`src/hw/amber_macros.svh`:
```
/*
 * Bus widths, memory and timer sizes, interrupt source count
 * and the top address byte of each slave in the address map
 */

`ifndef AMBER_MACROS_SVH
`define AMBER_MACROS_SVH

// --------------------------------------------------
// Wishbone bus widths
// --------------------------------------------------
`define AMBER_WB_DWIDTH   32
`define AMBER_WB_SWIDTH   4
`define AMBER_WB_AWIDTH   32

// Peripheral sizes
`define AMBER_BOOT_WORDS  256
`define AMBER_TIMER_COUNT 3
`define AMBER_INT_SOURCES 5

// --------------------------------------------------
// Address map, decoded from address bits 31:24
// --------------------------------------------------
`define AMBER_BASE_BOOT   8'h00
`define AMBER_BASE_TIMER  8'h13
`define AMBER_BASE_IC     8'h14

`endif

```
`src/hw/amber_pkg.sv`:
```
/*
 * Wishbone request and response bundles
 * and the slave index used by the address decoder
 */

`include "amber_macros.svh"

package amber_pkg;

    // --------------------------------------------------
    // Master to slave
    // --------------------------------------------------
    typedef struct packed {
        logic [`AMBER_WB_AWIDTH-1:0] adr;
        logic [`AMBER_WB_SWIDTH-1:0] sel;
        logic                        we;
        logic [`AMBER_WB_DWIDTH-1:0] dat;
        logic                        cyc;
        logic                        stb;
    } wb_req_t;

    // --------------------------------------------------
    // Slave to master
    // --------------------------------------------------
    typedef struct packed {
        logic [`AMBER_WB_DWIDTH-1:0] dat;
        logic                        ack;
        logic                        err;
    } wb_rsp_t;

    // Slave selected by the decoder, SLV_NONE for unmapped space
    typedef enum logic [1:0] {
        SLV_BOOT  = 2'd0,
        SLV_TIMER = 2'd1,
        SLV_IC    = 2'd2,
        SLV_NONE  = 2'd3
    } slave_idx_e;

endpackage

```
`src/hw/interrupt_controller.sv`:
```
/*
 * Interrupt controller with raw and masked status,
 * set/clear enable registers for IRQ and FIQ and the two outputs
 */

`include "amber_macros.svh"

module interrupt_controller
    import amber_pkg::*;
(
    input  logic                          i_clk,
    input  logic                          i_rst_n,
    input  wb_req_t                       i_req,
    output wb_rsp_t                       o_rsp,
    input  logic [`AMBER_INT_SOURCES-1:0] i_int_src,
    output logic                          o_irq,
    output logic                          o_firq
);

    localparam int unsigned N = `AMBER_INT_SOURCES;

    logic [N-1:0]                irq_en_q;
    logic [N-1:0]                fiq_en_q;
    logic [N-1:0]                irq_status;
    logic [N-1:0]                fiq_status;
    logic                        access;
    logic                        wr;
    logic [3:0]                  rsel;
    logic                        ack_q;
    logic [`AMBER_WB_DWIDTH-1:0] rdat;
    logic [`AMBER_WB_DWIDTH-1:0] rdat_q;

    assign irq_status = i_int_src & irq_en_q;
    assign fiq_status = i_int_src & fiq_en_q;

    assign access = i_req.cyc && i_req.stb && !ack_q;
    assign wr     = access && i_req.we;
    assign rsel   = i_req.adr[5:2];

    // --------------------------------------------------
    // Enable masks, written as set and clear strobes
    // --------------------------------------------------
    always_ff @(posedge i_clk) begin
        if (!i_rst_n) begin
            ack_q    <= 1'b0;
            irq_en_q <= '0;
            fiq_en_q <= '0;
        end else begin
            ack_q <= access;
            if (wr) begin
                case (rsel)
                    4'h2:    irq_en_q <= irq_en_q | i_req.dat[N-1:0];
                    4'h3:    irq_en_q <= irq_en_q & ~i_req.dat[N-1:0];
                    4'hA:    fiq_en_q <= fiq_en_q | i_req.dat[N-1:0];
                    4'hB:    fiq_en_q <= fiq_en_q & ~i_req.dat[N-1:0];
                    default: ;
                endcase
            end
        end
    end

    // Read map, the FIQ half mirrors the IRQ half at 0x20
    always_comb begin
        rdat = '0;
        case (rsel)
            4'h0:    rdat[N-1:0] = irq_status;
            4'h1:    rdat[N-1:0] = i_int_src;
            4'h2:    rdat[N-1:0] = irq_en_q;
            4'h8:    rdat[N-1:0] = fiq_status;
            4'h9:    rdat[N-1:0] = i_int_src;
            4'hA:    rdat[N-1:0] = fiq_en_q;
            default: rdat = '0;
        endcase
    end

    always_ff @(posedge i_clk) begin
        if (access) begin
            rdat_q <= rdat;
        end
    end

    assign o_rsp.dat = rdat_q;
    assign o_rsp.ack = ack_q;
    assign o_rsp.err = 1'b0;

    assign o_irq  = |irq_status;
    assign o_firq = |fiq_status;

endmodule

```
`config.mk`:
```
export PLATFORM = sky130hd
export DESIGN_NAME = interrupt_controller
export DESIGN_NICKNAME = d
export VERILOG_FILES = /design/src/hw/amber_pkg.sv /design/src/hw/interrupt_controller.sv
export VERILOG_INCLUDE_DIRS = /design/src /design/src/hw
export SDC_FILE = /design/constraint.sdc
export NUM_CORES = 1
export LEC_CHECK = 0
export BUFFER_PORTS_ARGS = -buffer_cell sky130_fd_sc_hd__buf_2
export CORE_ASPECT_RATIO = 0.9
export CORE_MARGIN = 8
export CORE_UTILIZATION = 30
export CTS_CLUSTER_SIZE = 25
export DETAILED_ROUTE_END_ITERATION = 8
export GPL_TIMING_DRIVEN = 0
export PLACE_DENSITY_LB_ADDON = 0.1
export SKIP_LAST_GASP = 1
export SLEW_MARGIN = 20
export SYNTH_ARGS = -nofsm -noshare
export SYNTH_HDL_FRONTEND = slang
export SYNTH_SLANG_ARGS = --single-unit
```
`constraint.sdc`:
```
create_clock -name i_clk -period 1.6 [get_ports i_clk]
set_input_delay 0.32 -clock i_clk [delete_from_list [all_inputs] [get_ports i_clk]]
set_output_delay 0.32 -clock i_clk [all_outputs]
set_load 0.1 [all_outputs]
```
==> metrics.txt <==
first-pass GRT wire length=4250 um; mean post-synth cell area=11.1 sq um; Synth async-reset ratio=0%; Min Clock Period, post-route=1610 ps; status=finished with violations; Distinct cells, synth=23; row cnt=21; Final ANT Viol Nets=0; Synth Register Bits=16; htree depth=1; largest net degree at the start of global routing=11; HP Class=in -> reg; worst-case hold slack=304 ps; Post-synth EDFFs=5; ant diodes=0; Overflow after GRT=0; WL/cell=13.4 um; CTS Buf Count=3; Synth Cell Area=0.00110 sq mm; Setup CP Type=reg -> out; Metal-1 WL=around 1200 um; RSZ-0062 raised after global routing=yes; PD cells=around 860 mW/mm^2; die width=79.8 um; highest routed metal layer=met4; Post-DP Area=0.00138 sq mm; Final Wtd Congestion=0.745; Final Util=about two fifths; Routed WL=approximately 2700 um; Post-Syn Instances=around 100; layout cell share with drive strength beyond 1=around 55%; FF/Latch Area=around 370 sq um; Setup Viol. Count Final=1; Syn. warnings=0; worst path required time=1280 ps; DIE AREA=0.00585 sq mm; FMAX=619 MHz; Critical Path Fanout Max=3; failing checks=setup timing; Primary FF master, synth=dfxtp_1; HPWL after detailed placement=around 2200 um; Worst-Skew Late Latency=250 ps; final hold vios=0; met2 wire len=about 1300 um; crit share post-route=101%; fill cell count=357; Clock transition at path regs=60 ps; Multi-input gate area=approximately 570 sq um; most frequent cells in the layout=buf_4, conb_1, buf_2; Slew HR=between 60% and 70%; final routed DRC violation total=0; worst setup margin=-14.6 ps; Slew Limit Fails=0; CTS tree=yes; Worst Setup Start Kind=flop; max_cap viols=0; leading cell type in the layout, fill and taps excluded=buf_4; Max VDD drop=approximately 0.4 mV; Longest Clk Path Bufs=2; DR WL met3=191 um; vias per inst=4.28; Layout area overhead=33.3%; initial antenna violation count=0; initial DRC count=48; clock sink count=16; Initial DRT Pass Iterations=4; CTS root buffer=clkbuf_8; final setup skew=1.85 ps; Port Buffers=24; core footprint=0.00360 sq mm; final total power=1.25 mW; Chip Height=73.4 um; CP Capture Type=output port; Worst-Margin Slew=577 ps; LEAKAGE=0.694 nW; DR vias=between 800 and 900; WP data arrival=1290 ps; Initial Util=around 30%; # nets final=235; setup TNS=-14.6 ps; sequential fraction of the synthesis area=33.8%; Final Instance Area=0.00146 sq mm; total track usage=9.00%; io pins=114; vias in the first global route=between 800 and 900
final cells by class:
class | count | share of cell area (%)
Multi-Input combinational cell | 76 | 39.1
Sequential cell | 16 | 25.5
Buffer | 34 | 17.5
Timing Repair Buffer | 26 | 10.9
Tap cell | 46 | 3.93
Clock buffer | 4 | 3.08
worst max-delay path, cell delays in order (launching register included):
cell	delay, ps
dfxtp_2	330
a222oi_1	370
nand2_1	160
buf_12	190
layer usage:
metal	GRT usage, %	up-vias
li1	-	442
met3	4.28	2
met2	14.1	30
met4	1.81	0
met5	0	-
met1	10.9	391
path summary, 6_finish.rpt:
kind | end | slack, ps | from | depth (start not counted)
setup / recovery | o_irq | -10 | flop | 3
hold / removal | ack_q$_SDFF_PN0_ | 300 | i_rst_n | 2
setup reg to reg | rdat_q[0]$_DFFE_PN_ | 400 | flop | 3
hold reg to reg | flop | 500 | flop | 2
power breakdown:
part | switching, mW | internal (mW) | leakage (nW)
Clock | 0.136 | 0.176 | 0.0228
Sequential | 0.00397 | 0.428 | 0.136
Combinational | 0.413 | 0.0950 | 0.535
cells in the mapped netlist (3+ instances only):
cell type	count	area share [%]
buf_4	30	21
dfxtp_1	11	20
edfxtp_1	5	14
mux2_2	5	5.1
nand2_1	3	1.0
nand4b_1	5	4.0
o211ai_1	5	3.4
o211ai_2	5	5.7
o221a_2	5	5.1
o31ai_1	5	3.4
o31ai_2	5	5.7
cells by family (layout without fill, tap and decap cells):
kind of cell	after synthesis	after routing	synth area share [%]
buffers and inverters	34	64	23.4
AO/OA/AOI/OAI	30	30	27.0
flip-flops	16	16	33.8
AND/OR/NAND/NOR	13	13	10.4
multiplexers	5	5	5.13
other	1	28	0.342
through the flow:
stage,setup slack (ps),cells
floorplan,62.0,126
global placement,83.7,196
detailed placement,77.0,196
CTS,-10.2,200
global route,-60.7,202
finish,-14.6,202
what timing repair did:
| action | 4_1_cts | 5_1_grt |
|---|---|---|
| gates resized for setup | 2 | 7 |
| pin swaps | 0 | 2 |
| hold endpoints to repair | 0 | 0 |
| hold buffers | 0 | 0 |
| endpoints found under the setup margin | 2 | 3 |
| setup buffers | 0 | 2 |
| cloned | 0 | 0 |
Power figures use the tool's default switching activity.
