[config.mk]
export PLATFORM = sky130hd
export DESIGN_NAME = wb_arbiter
export DESIGN_NICKNAME = d
export VERILOG_FILES = /design/src/hw/amber_pkg.sv /design/src/hw/wb_arbiter.sv
export VERILOG_INCLUDE_DIRS = /design/src /design/src/hw
export SDC_FILE = /design/constraint.sdc
export NUM_CORES = 1
export LEC_CHECK = 0
export ABC_CLOCK_PERIOD_IN_PS = 3750
export BUFFER_PORTS_ARGS = -buffer_cell sky130_fd_sc_hd__clkbuf_2
export CAP_MARGIN = 20
export CORE_AREA = 2 2 205 207
export DETAILED_ROUTE_END_ITERATION = 6
export DIE_AREA = 0 0 207 209
export SKIP_CTS_REPAIR_TIMING = 1
export SLEW_MARGIN = 20
export SYNTH_ARGS = -nofsm -noshare
export SYNTH_HDL_FRONTEND = slang
export SYNTH_SLANG_ARGS = --single-unit
[constraint.sdc]
create_clock -name i_clk -period 3.75 [get_ports i_clk]
set_clock_uncertainty 0.1 [all_clocks]
set_input_delay 0.75 -clock i_clk [delete_from_list [all_inputs] [get_ports i_clk]]
set_output_delay 0.75 -clock i_clk [all_outputs]
set_load 0.005 [all_outputs]
[src/hw/amber_macros.svh]
/*
 * Bus widths, memory and timer sizes, interrupt source count
 * and the top address byte of each slave in the address map
 */

`ifndef AMBER_MACROS_SVH
`define AMBER_MACROS_SVH

// --------------------------------------------------
// Wishbone bus widths
// --------------------------------------------------
`define AMBER_WB_DWIDTH   32
`define AMBER_WB_SWIDTH   4
`define AMBER_WB_AWIDTH   32

// Peripheral sizes
`define AMBER_BOOT_WORDS  256
`define AMBER_TIMER_COUNT 3
`define AMBER_INT_SOURCES 5

// --------------------------------------------------
// Address map, decoded from address bits 31:24
// --------------------------------------------------
`define AMBER_BASE_BOOT   8'h00
`define AMBER_BASE_TIMER  8'h13
`define AMBER_BASE_IC     8'h14

`endif

[src/hw/amber_pkg.sv]
/*
 * Wishbone request and response bundles
 * and the slave index used by the address decoder
 */

`include "amber_macros.svh"

package amber_pkg;

    // --------------------------------------------------
    // Master to slave
    // --------------------------------------------------
    typedef struct packed {
        logic [`AMBER_WB_AWIDTH-1:0] adr;
        logic [`AMBER_WB_SWIDTH-1:0] sel;
        logic                        we;
        logic [`AMBER_WB_DWIDTH-1:0] dat;
        logic                        cyc;
        logic                        stb;
    } wb_req_t;

    // --------------------------------------------------
    // Slave to master
    // --------------------------------------------------
    typedef struct packed {
        logic [`AMBER_WB_DWIDTH-1:0] dat;
        logic                        ack;
        logic                        err;
    } wb_rsp_t;

    // Slave selected by the decoder, SLV_NONE for unmapped space
    typedef enum logic [1:0] {
        SLV_BOOT  = 2'd0,
        SLV_TIMER = 2'd1,
        SLV_IC    = 2'd2,
        SLV_NONE  = 2'd3
    } slave_idx_e;

endpackage

[src/hw/wb_arbiter.sv]
/*
 * Two-master Wishbone arbiter with master 0 priority,
 * address decoder, per-slave request gating, response return
 * and a registered error responder for unmapped addresses
 */

`include "amber_macros.svh"

module wb_arbiter
    import amber_pkg::*;
(
    input  logic    i_clk,
    input  logic    i_rst_n,

    input  wb_req_t i_m_req [2],
    output wb_rsp_t o_m_rsp [2],

    output wb_req_t o_s_req [3],
    input  wb_rsp_t i_s_rsp [3]
);

    logic       busy_q;
    logic       gnt_q;
    logic       hold;
    logic       gnt;
    logic       active;
    wb_req_t    req;
    slave_idx_e slv;
    logic [2:0] hit;
    logic       err_q;
    wb_rsp_t    rsp;

    // --------------------------------------------------
    // Grant
    // --------------------------------------------------
    // Current owner keeps the bus for as long as its cyc is high
    assign hold = busy_q && i_m_req[gnt_q].cyc;

    // When idle master 0 wins, otherwise master 1 gets a look in
    assign gnt    = hold ? gnt_q : !i_m_req[0].cyc;
    assign active = i_m_req[gnt].cyc;
    assign req    = i_m_req[gnt];

    always_ff @(posedge i_clk) begin
        if (!i_rst_n) begin
            busy_q <= 1'b0;
            gnt_q  <= 1'b0;
        end else begin
            busy_q <= active;
            gnt_q  <= gnt;
        end
    end

    // --------------------------------------------------
    // Address decode
    // --------------------------------------------------
    always_comb begin
        case (req.adr[31:24])
            `AMBER_BASE_BOOT:  slv = SLV_BOOT;
            `AMBER_BASE_TIMER: slv = SLV_TIMER;
            `AMBER_BASE_IC:    slv = SLV_IC;
            default:           slv = SLV_NONE;
        endcase
    end

    // Only the addressed slave sees cyc and stb
    for (genvar s = 0; s < 3; s++) begin : g_slave
        assign hit[s] = active && (slv == slave_idx_e'(s));

        always_comb begin
            o_s_req[s]     = req;
            o_s_req[s].cyc = hit[s];
            o_s_req[s].stb = hit[s] && req.stb;
        end
    end

    // --------------------------------------------------
    // Error responder
    // --------------------------------------------------
    // One err pulse per access, never two cycles in a row
    always_ff @(posedge i_clk) begin
        if (!i_rst_n) begin
            err_q <= 1'b0;
        end else begin
            err_q <= active && req.stb && (slv == SLV_NONE) && !err_q;
        end
    end

    // Response goes back to the granted master only
    always_comb begin
        if (slv == SLV_NONE) begin
            rsp     = '0;
            rsp.err = err_q;
        end else begin
            rsp = i_s_rsp[slv];
        end

        o_m_rsp[0] = '0;
        o_m_rsp[1] = '0;
        if (active) begin
            o_m_rsp[gnt] = rsp;
        end
    end

endmodule
==> metrics <==
gpl congestion between 0.8 and 0.9; status completed; Avg Cell Area, Syn between 5 and 6 µm²; final hold vios 0; vias per inst 3.47; Worst-Margin Slew 0.498 ns; vias between 5000 and 6000; clock latency on the worst-skew pair 0.22 ns; area of the mapped netlist 3440 µm²; Critical Path Source Type input pin; antenna violations before repair 5; Mapped Cells 622; largest net degree at the start of global routing a little under 70; fmax slightly below 0.3 GHz; worst setup path startpoint i_m_req[1]; I/O Buffers 526; Total Nets Final approximately 1200; sequential-to-total area share from yosys stat 1.75%; Final ANT Viol Nets 0; peak supply drop just over 80 µV; Async SR Flop Fraction 0%; simple-gate share of the synthesized area between 30% and 40%; number of cells on the worst reg-to-reg path 6; H-tree levels 1; fin cells 1536; Worst Path Max Fanout 7; Core Area about 41000 µm²; RSZ-0062 raised after global routing false; root buf cell clkbuf_16; cell total after placement between 1500 and 2000; Clock Tree Buf Depth 2; minimum clock period approximately 3.5 ns; share of layout cells above drive strength 1 between 50% and 60%; Num CTS Buffers 3; drt wl/cell about 13 µm; area delta synth->final 71.2%; Pins Over Slew Limit 0; Post-Synth XOR/XNOR Area less than 1%; Main synth FF type dfxtp_1; GR Util All Layers between 8 and 9%; Die Wd 207 µm; final setup violation count 0; Leakage Power between 3 and 4 nW; largest family of logic cells by synthesized area simple AND/OR/NAND/NOR gates; Synth Area in Compound Gates about 15%; number of distinct library cells after synthesis between 40 and 50; # Max-Cap Violations 0; number of flops mapped to enable cells by yosys 0; DP Wirelength roughly 18 mm; share of the synthesized area in the top cell type between 30% and 40%; number of global-route vias before repair slightly below 5000; clk slew on worst S/H paths 0.03 ns; hold path start err_q$_SDFF_PN0_; PD cells between 100 and 150 nW/µm²; YS warnings 0; Setup crit end kind output pin; Initial Util under 10%; synth cell count leaders nand2_1 (272), buf_4 (138), o21ai_1 (47); HP Class reg2reg; Final TNS setup 0 ns; worst relative slew slack about two thirds; die area around 43000 µm²; CP Data Required Time approximately 2.9 ns; Synth area leaders buf_4 (30%), nand2_1 (30%), mux2i_1 (9.9%); Worst R2R Start busy_q$_SDFF_PN0_; gr ovfl total 0; # clock sinks 3; I/O pin cnt roughly 530; CTS tree done; count leader, synth nand2_1; hold path cells 2; Tcrit/Tclk final 92.6%; top cell type by total area after synthesis buf_4; first-pass GRT wire length around 29 mm; drt first pass iters 4; CP arrival approximately 2.6 ns; total wire length 20.6 mm; Yosys reg bits 3; Adder-Cell Fraction of Synth Area 0%; mux cell area share after synthesis between 10 and 15%; DRC viols 0; Syn Nets a little under 900; Die Ht 209 µm; initial drt markers 266; Rows 75; CP Class in2out
-- per-layer routing --
metal	vias up	GRT usage, %	part of all wire (%)
li1	2629	-	-
met1	2336	10.2	40
met2	332	15.7	49
met3	26	1.73	7.9
met4	2	2.49	2.6
met5	-	0	0.053
-- power breakdown --
| part | total [mW] | switching, mW | leakage [nW] | internal (mW) |
|---|---|---|---|---|
| Combinational | 0.575 | 0.308 | 3.29 | 0.267 |
| Sequential | 0.0356 | 0.00131 | 0.0250 | 0.0343 |
| Clock | 0.169 | 0.0290 | 0.0382 | 0.140 |
-- cell families (layout without fill, tap and decap cells) --
kind of cell    Yosys count  in the layout
mux                      35             35
compound gates           87             87
buf+inv                 173            545
xor+xnor                  2              2
simple gates            322            322
flops                     3              3
other cells               0              3
-- critical path: stages --
cell and delay [ns]:
clkbuf_2 0.11, and3_1 0.34, nor2_4 0.11, o41ai_1 0.48, buf_4 0.20, or3b_1 0.37, nor2_1 0.13, clkbuf_2 0.13
-- stage by stage --
stage	util (%)	hold WS (ns)	power [mW]	cell area, µm²	setup slack (ns)
global route	14.2	0.629	0.843	5880	0.134
detailed placement	14.0	0.574	0.615	5790	0.190
finish	14.2	0.603	0.780	5880	0.278
floorplan	-	0.534	0.390	3440	0.592
global placement	14.0	0.609	0.617	5790	0.183
CTS	14.2	0.588	0.791	5870	0.184
-- cell usage in the layout, fill, tap and decap left out, drive strengths merged, types with 4 or more instances in the layout --
cell type / Yosys / routed
nor2: 16 / 16
a21oi: 4 / 4
nand3: 4 / 4
o21ai: 69 / 69
nand2: 272 / 272
clkbuf: 19 / 530
mux2i: 34 / 34
buf: 152 / 13
nor3: 8 / 8
-- flip-flops by register name (all words and copies together), names as in the netlist --
register and flops:
busy_q 1, err_q 1, gnt_q 1
-- area by class of cell --
class / count / area [µm²]
antenna: 3 / 7.51
clock buffer: 4 / 78.8
fill: 4878 / 35400
inverter: 2 / 7.51
multi-input combinational: 446 / 2230
sequential: 3 / 60.1
tap: 539 / 674
timing repair buffer: 539 / 2820
-- final timing paths --
check	to	slack, ns
hold / removal	err_q$_SDFF_PN0_	0.60
hold reg to reg	err_q$_SDFF_PN0_	0.60
setup reg to reg	err_q$_SDFF_PN0_	1.90
setup / recovery	o_s_req[143]	0.28
Note: power is estimated with default switching activity, not from simulation.
