**src/hw/amber_macros.svh**
```systemverilog
/*
 * Bus widths, memory and timer sizes, interrupt source count
 * and the top address byte of each slave in the address map
 */

`ifndef AMBER_MACROS_SVH
`define AMBER_MACROS_SVH

// --------------------------------------------------
// Wishbone bus widths
// --------------------------------------------------
`define AMBER_WB_DWIDTH   32
`define AMBER_WB_SWIDTH   4
`define AMBER_WB_AWIDTH   32

// Peripheral sizes
`define AMBER_BOOT_WORDS  256
`define AMBER_TIMER_COUNT 3
`define AMBER_INT_SOURCES 5

// --------------------------------------------------
// Address map, decoded from address bits 31:24
// --------------------------------------------------
`define AMBER_BASE_BOOT   8'h00
`define AMBER_BASE_TIMER  8'h13
`define AMBER_BASE_IC     8'h14

`endif

```
**src/hw/amber_pkg.sv**
```systemverilog
/*
 * Wishbone request and response bundles
 * and the slave index used by the address decoder
 */

`include "amber_macros.svh"

package amber_pkg;

    // --------------------------------------------------
    // Master to slave
    // --------------------------------------------------
    typedef struct packed {
        logic [`AMBER_WB_AWIDTH-1:0] adr;
        logic [`AMBER_WB_SWIDTH-1:0] sel;
        logic                        we;
        logic [`AMBER_WB_DWIDTH-1:0] dat;
        logic                        cyc;
        logic                        stb;
    } wb_req_t;

    // --------------------------------------------------
    // Slave to master
    // --------------------------------------------------
    typedef struct packed {
        logic [`AMBER_WB_DWIDTH-1:0] dat;
        logic                        ack;
        logic                        err;
    } wb_rsp_t;

    // Slave selected by the decoder, SLV_NONE for unmapped space
    typedef enum logic [1:0] {
        SLV_BOOT  = 2'd0,
        SLV_TIMER = 2'd1,
        SLV_IC    = 2'd2,
        SLV_NONE  = 2'd3
    } slave_idx_e;

endpackage

```
**src/hw/timer_module.sv**
```systemverilog
/*
 * Down-counting timers with LOAD, VALUE, CTRL and CLEAR registers,
 * one-shot or periodic, each raising an interrupt flag at zero
 */

`include "amber_macros.svh"

module timer_module
    import amber_pkg::*;
(
    input  logic                          i_clk,
    input  logic                          i_rst_n,
    input  wb_req_t                       i_req,
    output wb_rsp_t                       o_rsp,
    output logic [`AMBER_TIMER_COUNT-1:0] o_timer_int
);

    localparam int unsigned N = `AMBER_TIMER_COUNT;

    logic [`AMBER_WB_DWIDTH-1:0] load_q  [N];
    logic [`AMBER_WB_DWIDTH-1:0] value_q [N];
    logic [N-1:0]                en_q;
    logic [N-1:0]                periodic_q;
    logic [N-1:0]                flag_q;
    logic                        access;
    logic                        wr;
    logic [1:0]                  tsel;
    logic [1:0]                  rsel;
    logic                        ack_q;
    logic [`AMBER_WB_DWIDTH-1:0] rdat;
    logic [`AMBER_WB_DWIDTH-1:0] rdat_q;

    assign access = i_req.cyc && i_req.stb && !ack_q;
    assign wr     = access && i_req.we;
    assign tsel   = i_req.adr[9:8];
    assign rsel   = i_req.adr[3:2];

    // --------------------------------------------------
    // Counters and register writes
    // --------------------------------------------------
    always_ff @(posedge i_clk) begin
        if (!i_rst_n) begin
            ack_q      <= 1'b0;
            en_q       <= '0;
            periodic_q <= '0;
            flag_q     <= '0;
            for (int t = 0; t < N; t++) begin
                load_q[t]  <= '0;
                value_q[t] <= '0;
            end
        end else begin
            ack_q <= access;
            for (int t = 0; t < N; t++) begin
                // Last tick before zero raises the flag
                if (en_q[t] && value_q[t] != '0) begin
                    value_q[t] <= value_q[t] - 1'b1;
                    if (value_q[t] == 1) begin
                        flag_q[t] <= 1'b1;
                        if (periodic_q[t]) begin
                            value_q[t] <= load_q[t];
                        end
                    end
                end

                // Bus writes override the count in the same cycle
                if (wr && tsel == t) begin
                    case (rsel)
                        2'd0: begin
                            load_q[t]  <= i_req.dat;
                            value_q[t] <= i_req.dat;
                        end
                        2'd2: begin
                            en_q[t]       <= i_req.dat[7];
                            periodic_q[t] <= i_req.dat[6];
                        end
                        2'd3: flag_q[t] <= 1'b0;
                        default: ;
                    endcase
                end
            end
        end
    end

    // Read mux, timer index 3 reads as zero
    always_comb begin
        rdat = '0;
        if (tsel < N) begin
            case (rsel)
                2'd0:    rdat = load_q[tsel];
                2'd1:    rdat = value_q[tsel];
                2'd2:    rdat = {24'd0, en_q[tsel], periodic_q[tsel], 6'd0};
                default: rdat = '0;
            endcase
        end
    end

    always_ff @(posedge i_clk) begin
        if (access) begin
            rdat_q <= rdat;
        end
    end

    assign o_rsp.dat   = rdat_q;
    assign o_rsp.ack   = ack_q;
    assign o_rsp.err   = 1'b0;
    assign o_timer_int = flag_q;

endmodule

```
**config.mk**
```make
export PLATFORM = sky130hd
export DESIGN_NAME = timer_module
export DESIGN_NICKNAME = d
export VERILOG_FILES = /design/src/hw/amber_pkg.sv /design/src/hw/timer_module.sv
export VERILOG_INCLUDE_DIRS = /design/src /design/src/hw
export SDC_FILE = /design/constraint.sdc
export NUM_CORES = 1
export LEC_CHECK = 0
export BUFFER_PORTS_ARGS = -buffer_cell sky130_fd_sc_hd__buf_2
export CAP_MARGIN = 20
export CORE_MARGIN = 10
export CORE_UTILIZATION = 40
export CTS_CLUSTER_DIAMETER = 60
export DETAILED_ROUTE_END_ITERATION = 8
export GPL_ROUTABILITY_DRIVEN = 0
export GPL_TIMING_DRIVEN = 1
export PLACE_DENSITY_LB_ADDON = 0.2
export SLEW_MARGIN = 10
export SYNTH_ARGS = -nofsm -noshare
export SYNTH_HDL_FRONTEND = slang
export SYNTH_SLANG_ARGS = --single-unit
```
**constraint.sdc**
```tcl
create_clock -name i_clk -period 4.1 [get_ports i_clk]
set_input_delay 0.205 -clock i_clk [delete_from_list [all_inputs] [get_ports i_clk]]
set_output_delay 0.205 -clock i_clk [all_outputs]
set_load 0.005 [all_outputs]
```
==> results of run 1 <==
[metrics by stage]
step                worst slack [ns]   util  cell area (sq um)
CTS                            0.519  0.460              15400
finish                         0.481  0.461              15400
global placement               0.645  0.435              14600
floorplan                      0.737      -              13600
detailed placement             0.540  0.435              14600
global route                   0.203  0.461              15400
[power breakdown]
group          total, W  switching [W]  internal [W]
Combinational  0.000515       0.000333      0.000182
Clock           0.00235       0.000965       0.00138
Sequential      0.00280      0.0000889       0.00271
[state kept, by name, indices dropped and copies added (netlist names)]
| register | count |
|---|---|
| periodic_q | 3 |
| load_q | 96 |
| ack_q | 1 |
| value_q | 96 |
| en_q | 3 |
| rdat_q | 32 |
| o_timer_int | 3 |
[metal layers]
layer	routed length, um	global-route usage
met4	855	0.0513
met3	3720	0.0282
met2	21100	0.340
met5	0	0
met1	20400	0.304
[how the worst min path moves through the flow]
stage	from	to	slack, ns	cells past startpoint
after floorplan	i_req[9]	en_q[1]	0.37	2
after global placement	o_timer_int[0]	o_timer_int[0]	0.48	1
after detailed placement	o_timer_int[0]	o_timer_int[0]	0.48	1
after CTS	i_req[11]	load_q[2][9]	0.03	2
after global routing	i_req[10]	load_q[1][8]	0.05	2
final	i_req[17]	load_q[2][15]	0.05	2
[cells in the mapped netlist (9+ instances only)]
cell / count
edfxtp_1: 224
nor2_1: 140
nand2_1: 139
a21oi_1: 117
mux2i_1: 106
clkbuf_1: 82
o21ai_0: 62
nor3_1: 50
xor2_1: 49
and2_1: 36
o211ai_1: 36
nor4_1: 34
o22ai_1: 32
xnor2_1: 32
nand3_1: 29
or4_1: 19
a21o_1: 12
nand4_1: 12
buf_2: 11
or3_1: 11
dfxtp_1: 10
buf_1: 9
nor2b_1: 9
[kinds of logic (layout without fill, tap and decap cells)]
| kind of cell | after synthesis | in the layout | synth area share |
|---|---|---|---|
| AND/OR/NAND/NOR | 514 | 514 | 0.186 |
| other | 1 | 1 | 0.000277 |
| flip-flops | 234 | 234 | 0.511 |
| multiplexers | 106 | 106 | 0.0783 |
| buffers and inverters | 111 | 179 | 0.0329 |
| XOR/XNOR | 81 | 81 | 0.0523 |
| AO/OA/AOI/OAI | 297 | 297 | 0.132 |
| adder cells (fa/ha/maj) | 8 | 8 | 0.00738 |
[layout make-up]
cell class,instances,area (sq um),share of cell area
Timing Repair Buffer,128,833,0.0540
Clock inverter,12,131,0.00852
Inverter,6,22.5,0.00146
Tap cell,448,561,0.0363
Sequential cell,234,6930,0.449
Multi-Input combinational cell,1007,6250,0.405
Clock buffer,33,698,0.0453
==> metrics.csv, run 1 <==
metric,value,unit
gr ovfl total,0,
Final ANT Viol Nets,0,
slowest CP cell,or4b_2,
Crit. End Element,register,
post-CTS setup buffers,0,
highest clock rate,276,MHz
"Reg clk slew, reported paths",0.06,ns
Leak,5.49,nW
Synth Warn #,0,
CP peak stage delay,0.89,ns
final WL,46100,um
Yosys reg bits,234,
Worst Hold Class,in -> reg,
TritonCTS clock tree,yes,
DR iter-0 viols,1281,
Synth Area per Inst,10.0,sq um
TritonCTS Buffers,27,
Clock Tree Buf Depth,3,
Die Footprint,41700,sq um
Setup Viol. Count Final,0,
status,finished clean,
Post-synth EDFFs,224,
Worst Reg2Reg Path Length in Cells,5,
row count,67,
post-layout minimum cycle time,3.62,ns
global-route wire length before repair,68800,um
Final period util,0.883,
Worst Setup SP,value_q[1][7],
htree depth,1,
maximum VDD drop,0.000228,V
initial antenna violation count,0,
path length in cells of the critical path,5,
RR Startpoint,value_q[1][7],
Root Buffer Master,clkbuf_16,
synthesized net count,1433,
placed insts,1822,
hold_buf cts,0,
clk sink count,234,
share of cells above drive strength 1,0.135,
MaxCap Viol Count,0,
most frequent cells in the layout,"edfxtp_1, nand2_1, nor2_1",
Crit Reg-Reg Endpoint,value_q[1][24],
"commonest non-fill, non-tap cell in the layout",edfxtp_1,
Post-DP HPWL,30500,um
Total Neg Setup Slack,0,ns
Cell Pwr Density,367,nW/um^2
sequential element share of the synthesized area,0.511,
Via density,6.00,
via count,11200,
Worst EP arrival,3.92,ns
vias in the first global route,10700,
initial core utilization,0.405,
mapped cell area,13600,sq um
CP Launch Type,register,
DRC Markers,0,
Syn Inst Count,1352,
clk_lat worst skew,0.55,ns
worst slew pin tran,0.891,ns
"top cells by area, synth","edfxtp_1, mux2i_1, a21oi_1",
Synth area leader,edfxtp_1,
ANT cells,0,
Die W,204,um
Setup crit end,value_q[1][24],
"Top FF cell, synth",edfxtp_1,
Final Non-Filler Cells,1868,
core area,33400,sq um
Area growth syn-to-layout,13.8,%
total power,0.00566,W
Worst Skew,0.0157,ns
io pins,110,
Die Ht,204,um
Synth async-reset ratio,0,
Total GRT Usage,0.214,
worst path bufs/invs,0,
Max Transition Viols Final,0,
fill cell count,3157,
WL per Instance,24.7,um
peak fanout along the critical path,10,
CP Data Required Time,4.40,ns
Port Buffers,76,
r2r setup slk,0.48,ns
drt first pass iters,5,
critical path class,reg -> reg,
largest net degree at the start of global routing,65,
nets@finish,1485,
CP top delay family,simple AND/OR/NAND/NOR gates,
hold_ws,0.0528,ns
worst path cell trace,nor4_1 -> nand3_1 -> or4b_2 -> and2_1 -> a2111oi_0,
max_slew headroom,0.400,
RSZ-0062 raised after global routing,false,
CTS resizes,0,
Synth top area share,0.496,
Final Hold Fails,0,
Yosys cell types,54,
(Power assumes the default switching activity.)
==> run 2: changes to the inputs <==
- CORE_UTILIZATION: 40 -> 35
==> run 2 against run 1 <==
Final cell count is 4.1% higher. Worst setup slack better by 0.088 ns. Sequential cell count stayed put. Hold slack worse by 0.021 ns. Clock power is 3% higher. Total power is 1.4% higher. Count of clock-buffer cells in the layout is 4 higher. Clock skew is 0.0041 ns lower. Largest cell class unchanged.
==> metrics.csv, run 2 (same netlist as run 1, synthesis figures left out) <==
metric,value,unit,change
Total GRT Usage,0.195,,-0.0191
nets@finish,1486,,+0.067%
row count,72,,+7.5%
r2r setup slk,0.57,ns,+0.09 ns
Die Footprint,47000,sq um,+13%
Worst Skew,0.0117,ns,-0.00405 ns
initial antenna violation count,1,,+1
CP peak stage delay,0.57,ns,-0.32 ns
post-CTS setup buffers,0,,unchanged
DRC Markers,0,,unchanged
CP Data Required Time,4.40,ns,about the same
highest clock rate,283,MHz,+2.5%
hold path endpoint,load_q[2][8],,
Root Buffer Master,clkbuf_16,,
max_slew headroom,0.362,,-0.0385
hold_sp,i_req[10],,
path length in cells of the critical path,7,,+2
Final period util,0.861,,-0.0215
share of cells above drive strength 1,0.138,,+0.00284
DR iter-0 viols,1036,,-19%
clk sink count,234,,unchanged
slowest CP cell,or4_4,,
worst slew pin tran,0.954,ns,+0.0629 ns
CP most frequent cell,or4_4,,
global-route wire length before repair,70700,um,+2.8%
Port Buffers,76,,unchanged
hold_buf cts,0,,unchanged
post-layout minimum cycle time,3.53,ns,-0.0880 ns
Final ANT Viol Nets,0,,unchanged
Die W,217,um,+6.2%
CP top delay family,simple AND/OR/NAND/NOR gates,,
htree depth,1,,unchanged
largest net degree at the start of global routing,65,,unchanged
Post-DP HPWL,31900,um,+4.6%
io pins,110,,unchanged
Top Registers,"load_q: 96 flops, value_q: 96 flops, rdat_q: 32 flops",,
maximum VDD drop,0.000241,V,+5.9%
CTS resizes,0,,unchanged
CP Launch Type,register,,
Area growth syn-to-layout,15.0,%,
core area,38500,sq um,+15%
via count,11100,,-0.75%
Worst EP arrival,3.83,ns,-0.09 ns
critical path class,reg -> reg,,
TritonCTS Buffers,28,,+3.7%
Via density,5.72,,-4.7%
most frequent cells in the layout,"edfxtp_1, nor2_1, nand2_1",,
final WL,47400,um,+2.9%
vias in the first global route,10800,,+0.093%
Clock Tree Buf Depth,3,,unchanged
RR Startpoint,value_q[1][13],,
drt first pass iters,5,,unchanged
RSZ-0062 raised after global routing,false,,
worst path cell trace,or4_4 -> or4_4 -> o41ai_1 -> and2_1 -> a21bo_2 -> buf_4 -> a21oi_1,,
Total Neg Setup Slack,0,ns,unchanged
worst path bufs/invs,1,,+1
TritonCTS clock tree,yes,,
Worst Reg2Reg Path Length in Cells,7,,+2
Crit. End Element,register,,
"worst slack, placed",0.627,ns,+0.0871 ns
clk_lat worst skew,0.56,ns,about the same
Die Ht,217,um,+6.2%
fill cell count,3823,,+21%
Setup Viol. Count Final,0,,unchanged
Worst Hold Class,in -> reg,,
hold depth,2,,unchanged
Crit Reg-Reg Endpoint,value_q[0][6],,
Final Hold Fails,0,,unchanged
initial core utilization,0.352,,-0.0529
MaxCap Viol Count,0,,unchanged
Leak,5.51,nW,+0.44%
status,finished clean,,
gr ovfl total,0,,unchanged
Max Transition Viols Final,0,,unchanged
Cell Pwr Density,369,nW/um^2,+0.33%
ANT cells,0,,unchanged
peak fanout along the critical path,17,,+7
WL per Instance,24.4,um,-1.1%
setup slack after layout,0.569,ns,+0.0880 ns
"Reg clk slew, reported paths",0.06,ns,about the same
"commonest non-fill, non-tap cell in the layout",edfxtp_1,,
-- run 2: layout make-up --
type	count	area, sq um	area share
inverters	6	22.5	0.00144
flip-flops and latches	234	6930	0.444
well taps	518	648	0.0416
multi-input cells	1007	6260	0.401
repair buffers	128	858	0.0550
clock inverters	15	123	0.00786
clock buffers	37	756	0.0485
-- run 2: how the worst max path moves through the flow --
stage                endpoint           start
6_report        value_q[0][6]  value_q[1][13]
5_1_grt        value_q[0][31]  value_q[1][13]
4_1_cts         value_q[0][0]  value_q[1][13]
3_5_place_dp    value_q[0][6]  value_q[1][13]
3_3_place_gp   value_q[0][11]  value_q[1][13]
2_1_floorplan   value_q[1][0]  value_q[1][15]
-- run 2: power by group --
part / internal (W) / total [W] / switching (W) / leakage, nW
sequential: 0.00271 / 0.00280 / 0.0000882 / 2.35
combinational: 0.000182 / 0.000520 / 0.000338 / 2.75
clock: 0.00141 / 0.00242 / 0.00101 / 0.416
-- run 2: metrics by stage --
step | total power [W] | hold slack [ns] | instance area (sq um) | instances | utilization
after global placement | 0.00336 | 0.482 | 14700 | 1892 | 0.382
after global routing | 0.00595 | 0.0402 | 15600 | 1945 | 0.405
final | 0.00575 | 0.0323 | 15600 | 1945 | 0.405
after detailed placement | 0.00336 | 0.522 | 14700 | 1892 | 0.382
after CTS | 0.00578 | 0.0156 | 15600 | 1944 | 0.405
after floorplan | 0.00312 | 0.374 | 13600 | 1352 | -
-- run 2: metal layers --
metal	routed length [um]	track usage
met1	21100	0.274
met2	21500	0.307
met3	3740	0.0304
met4	1060	0.0543
met5	13	0
==> run 3: changes to the inputs <==
- PLACE_DENSITY_LB_ADDON: 0.2 -> 0.05
- clock period: 4.1 -> 2.8 ns (I/O delays scaled with it)
==> run 3 against run 2 <==
The flow now finishes with violations (setup timing). Via count up 6.7%. Sequential cell count unchanged. Sequential share of layout area down 6.0 points. Combinational power up 96%. Critical path depth up 3. First-iteration DRC count up 14%. Final cell count up 9.7%. Sequential power up 45%. Non-clock buffer count up 186. Clock skew up 0.0071 ns. Maximum frequency up 22%. Total power up 53%. Critical path type unchanged.
==> metrics.csv, run 3 (same netlist as run 1, synthesis figures left out) <==
metric,value,unit,change
RSZ-0062 raised after global routing,true,,
setup slack after layout,-0.0856,ns,-0.655 ns
Final ANT Viol Nets,0,,unchanged
share of cells above drive strength 1,0.268,,+0.130
maximum VDD drop,0.000353,V,+46%
"commonest non-fill, non-tap cell in the layout",edfxtp_1,,
Crit. End Element,register,,
peak fanout along the critical path,7,,-10
nets@finish,1673,,+13%
Die Ht,217,um,unchanged
worst slew pin tran,0.683,ns,-0.271 ns
TritonCTS Buffers,29,,+3.6%
"worst slack, placed",-0.244,ns,-0.870 ns
clk sink count,234,,unchanged
placed insts,2025,,+7.0%
status,"finished, violations left",,
TritonCTS clock tree,yes,,
largest net degree at the start of global routing,85,,+31%
post-layout minimum cycle time,2.89,ns,-0.645 ns
Die W,217,um,unchanged
DRC Markers,0,,unchanged
clk_lat worst skew,0.58,ns,+0.02 ns
htree depth,1,,unchanged
Leak,6.71,nW,+22%
row count,72,,unchanged
WL per Instance,25.0,um,+2.6%
drt first pass iters,5,,unchanged
Int Pwr,0.00647,W,+50%
CP Data Required Time,3.12,ns,-1.28 ns
Root Buffer Master,clkbuf_16,,
initial antenna violation count,0,,-1
Sequential Power Share,0.464,,-0.024
hold depth,3,,+1
CP Launch Type,register,,
Sw Ratio,0.263,,+0.0124
Worst Hold Class,in -> reg,,
Max Transition Viols Final,0,,unchanged
critical path class,reg -> reg,,
Cell Pwr Density,487,nW/um^2,+32%
RR Startpoint,value_q[1][18],,
via count,11900,,+6.7%
DR iter-0 viols,1178,,+14%
highest clock rate,347,MHz,+22%
failing checks,setup timing,,
Crit Reg-Reg Endpoint,value_q[1][21],,
hold_ws,0.0300,ns,-0.00228 ns
Worst EP arrival,3.20,ns,-0.63 ns
Gate power share,0.117,,+0.026
final WL,53300,um,+12%
r2r setup slk,-0.09,ns,-0.65 ns
Top Registers,"load_q: 96 flops, value_q: 96 flops, rdat_q: 32 flops",,
ANT cells,0,,unchanged
Die Footprint,47000,sq um,unchanged
Worst Reg2Reg Path Length in Cells,10,,+3
most frequent cells in the layout,"edfxtp_1, buf_4, nor2_1",,
gr ovfl total,0,,unchanged
Port Buffers,76,,unchanged
Post-DP HPWL,36900,um,+16%
core area,38500,sq um,unchanged
initial core utilization,0.352,,unchanged
vias in the first global route,11500,,+6.9%
io pins,110,,unchanged
hold path endpoint,value_q[1][27],,
hold_sp,i_req[29],,
Area growth syn-to-layout,32.9,%,
clock group share of total power,0.420,,-0.002
"Reg clk slew, reported paths",0.07,ns,about the same
Via density,5.56,,-2.7%
Final Hold Fails,0,,unchanged
Net Sw Power,0.00230,W,+60%
Setup Viol. Count Final,28,,+28
Clock Tree Buf Depth,3,,unchanged
global-route wire length before repair,76700,um,+8.4%
Final Non-Filler Cells,2133,,+9.7%
Worst Skew,0.0187,ns,+0.00707 ns
Total GRT Usage,0.215,,+0.0198
max_slew headroom,0.544,,+0.182
Final period util,1.03,,+0.169
MaxCap Viol Count,0,,unchanged
fill cell count,3637,,-4.9%
-- run 3: cell count changes in the layout (fill, tap and decap cells not counted), sizes merged --
cell | before | now
inv | 6 | 9
dlygate4sd3 | 0 | 31
buf | 128 | 276
clkinv | 10 | 16
-- run 3: through the flow --
stage | TNS [ns] | utilization | power, W | cell area [sq um]
2_1_floorplan | -3.41 | - | 0.00458 | 13700
3_3_place_gp | -8.98 | 0.415 | 0.00506 | 15900
3_5_place_dp | -11.50 | 0.415 | 0.00507 | 15900
4_1_cts | -2.13 | 0.456 | 0.00879 | 17600
5_1_grt | -4.12 | 0.468 | 0.00905 | 18000
6_report | -1.46 | 0.468 | 0.00877 | 18000
-- run 3: layer usage --
metal / track usage / wire length (um)
met4: 0.0436 / 920
met3: 0.0291 / 3860
met2: 0.330 / 23800
met1: 0.317 / 24800
met5: 0 / 0
-- run 3: repair_timing --
action / CTS / global route
pin swaps: 15 / 29
endpoints found under the hold margin: 103 / 0
cloned: 2 / 7
endpoints found under the setup margin: 85 / 130
buffers inserted: 13 / 7
hold buffers: 31 / 0
resized for setup: 45 / 60
-- run 3: worst max path at each step --
stage / startpoint / to / slack (ns) / cells after the start
CTS: value_q[1][14] / value_q[1][31] / -0.1 / 7
global route: value_q[1][18] / value_q[1][21] / -0.13 / 10
global placement: value_q[1][21] / value_q[1][30] / -0.22 / 7
finish: value_q[1][18] / value_q[1][21] / -0.09 / 10
detailed placement: value_q[1][21] / value_q[1][30] / -0.24 / 7
floorplan: value_q[1][21] / value_q[1][10] / -0.16 / 9
-- run 3: power groups by stage --
stage	Clock [W]	Sequential, W	Combinational, W
6_report	0.00368	0.00407	0.00102
5_1_grt	0.00388	0.00408	0.00109
4_1_cts	0.00374	0.00406	0.000980
3_5_place_dp	0	0.00414	0.000930
3_3_place_gp	0	0.00414	0.000929
2_1_floorplan	0	0.00413	0.000450
-- run 3: critical path, stage by stage (launching register included) --
cell       delay (ns)
edfxtp_1         0.39
or4_1            0.53
or4_4            0.52
buf_12           0.15
o41ai_4          0.22
and2_4           0.20
a21bo_4          0.16
buf_12           0.13
buf_12           0.13
clkbuf_16        0.16
a2111oi_4        0.04
-- run 3: area by class of cell --
type                       instances  area [sq um]  area share
tap                              518           648      0.0360
timing repair buffer             314          2770       0.154
clock inverter                    24           191      0.0106
clock buffer                      30           729      0.0405
sequential                       234          6930       0.385
inverter                           6          22.5     0.00125
multi-input combinational       1007          6720       0.373
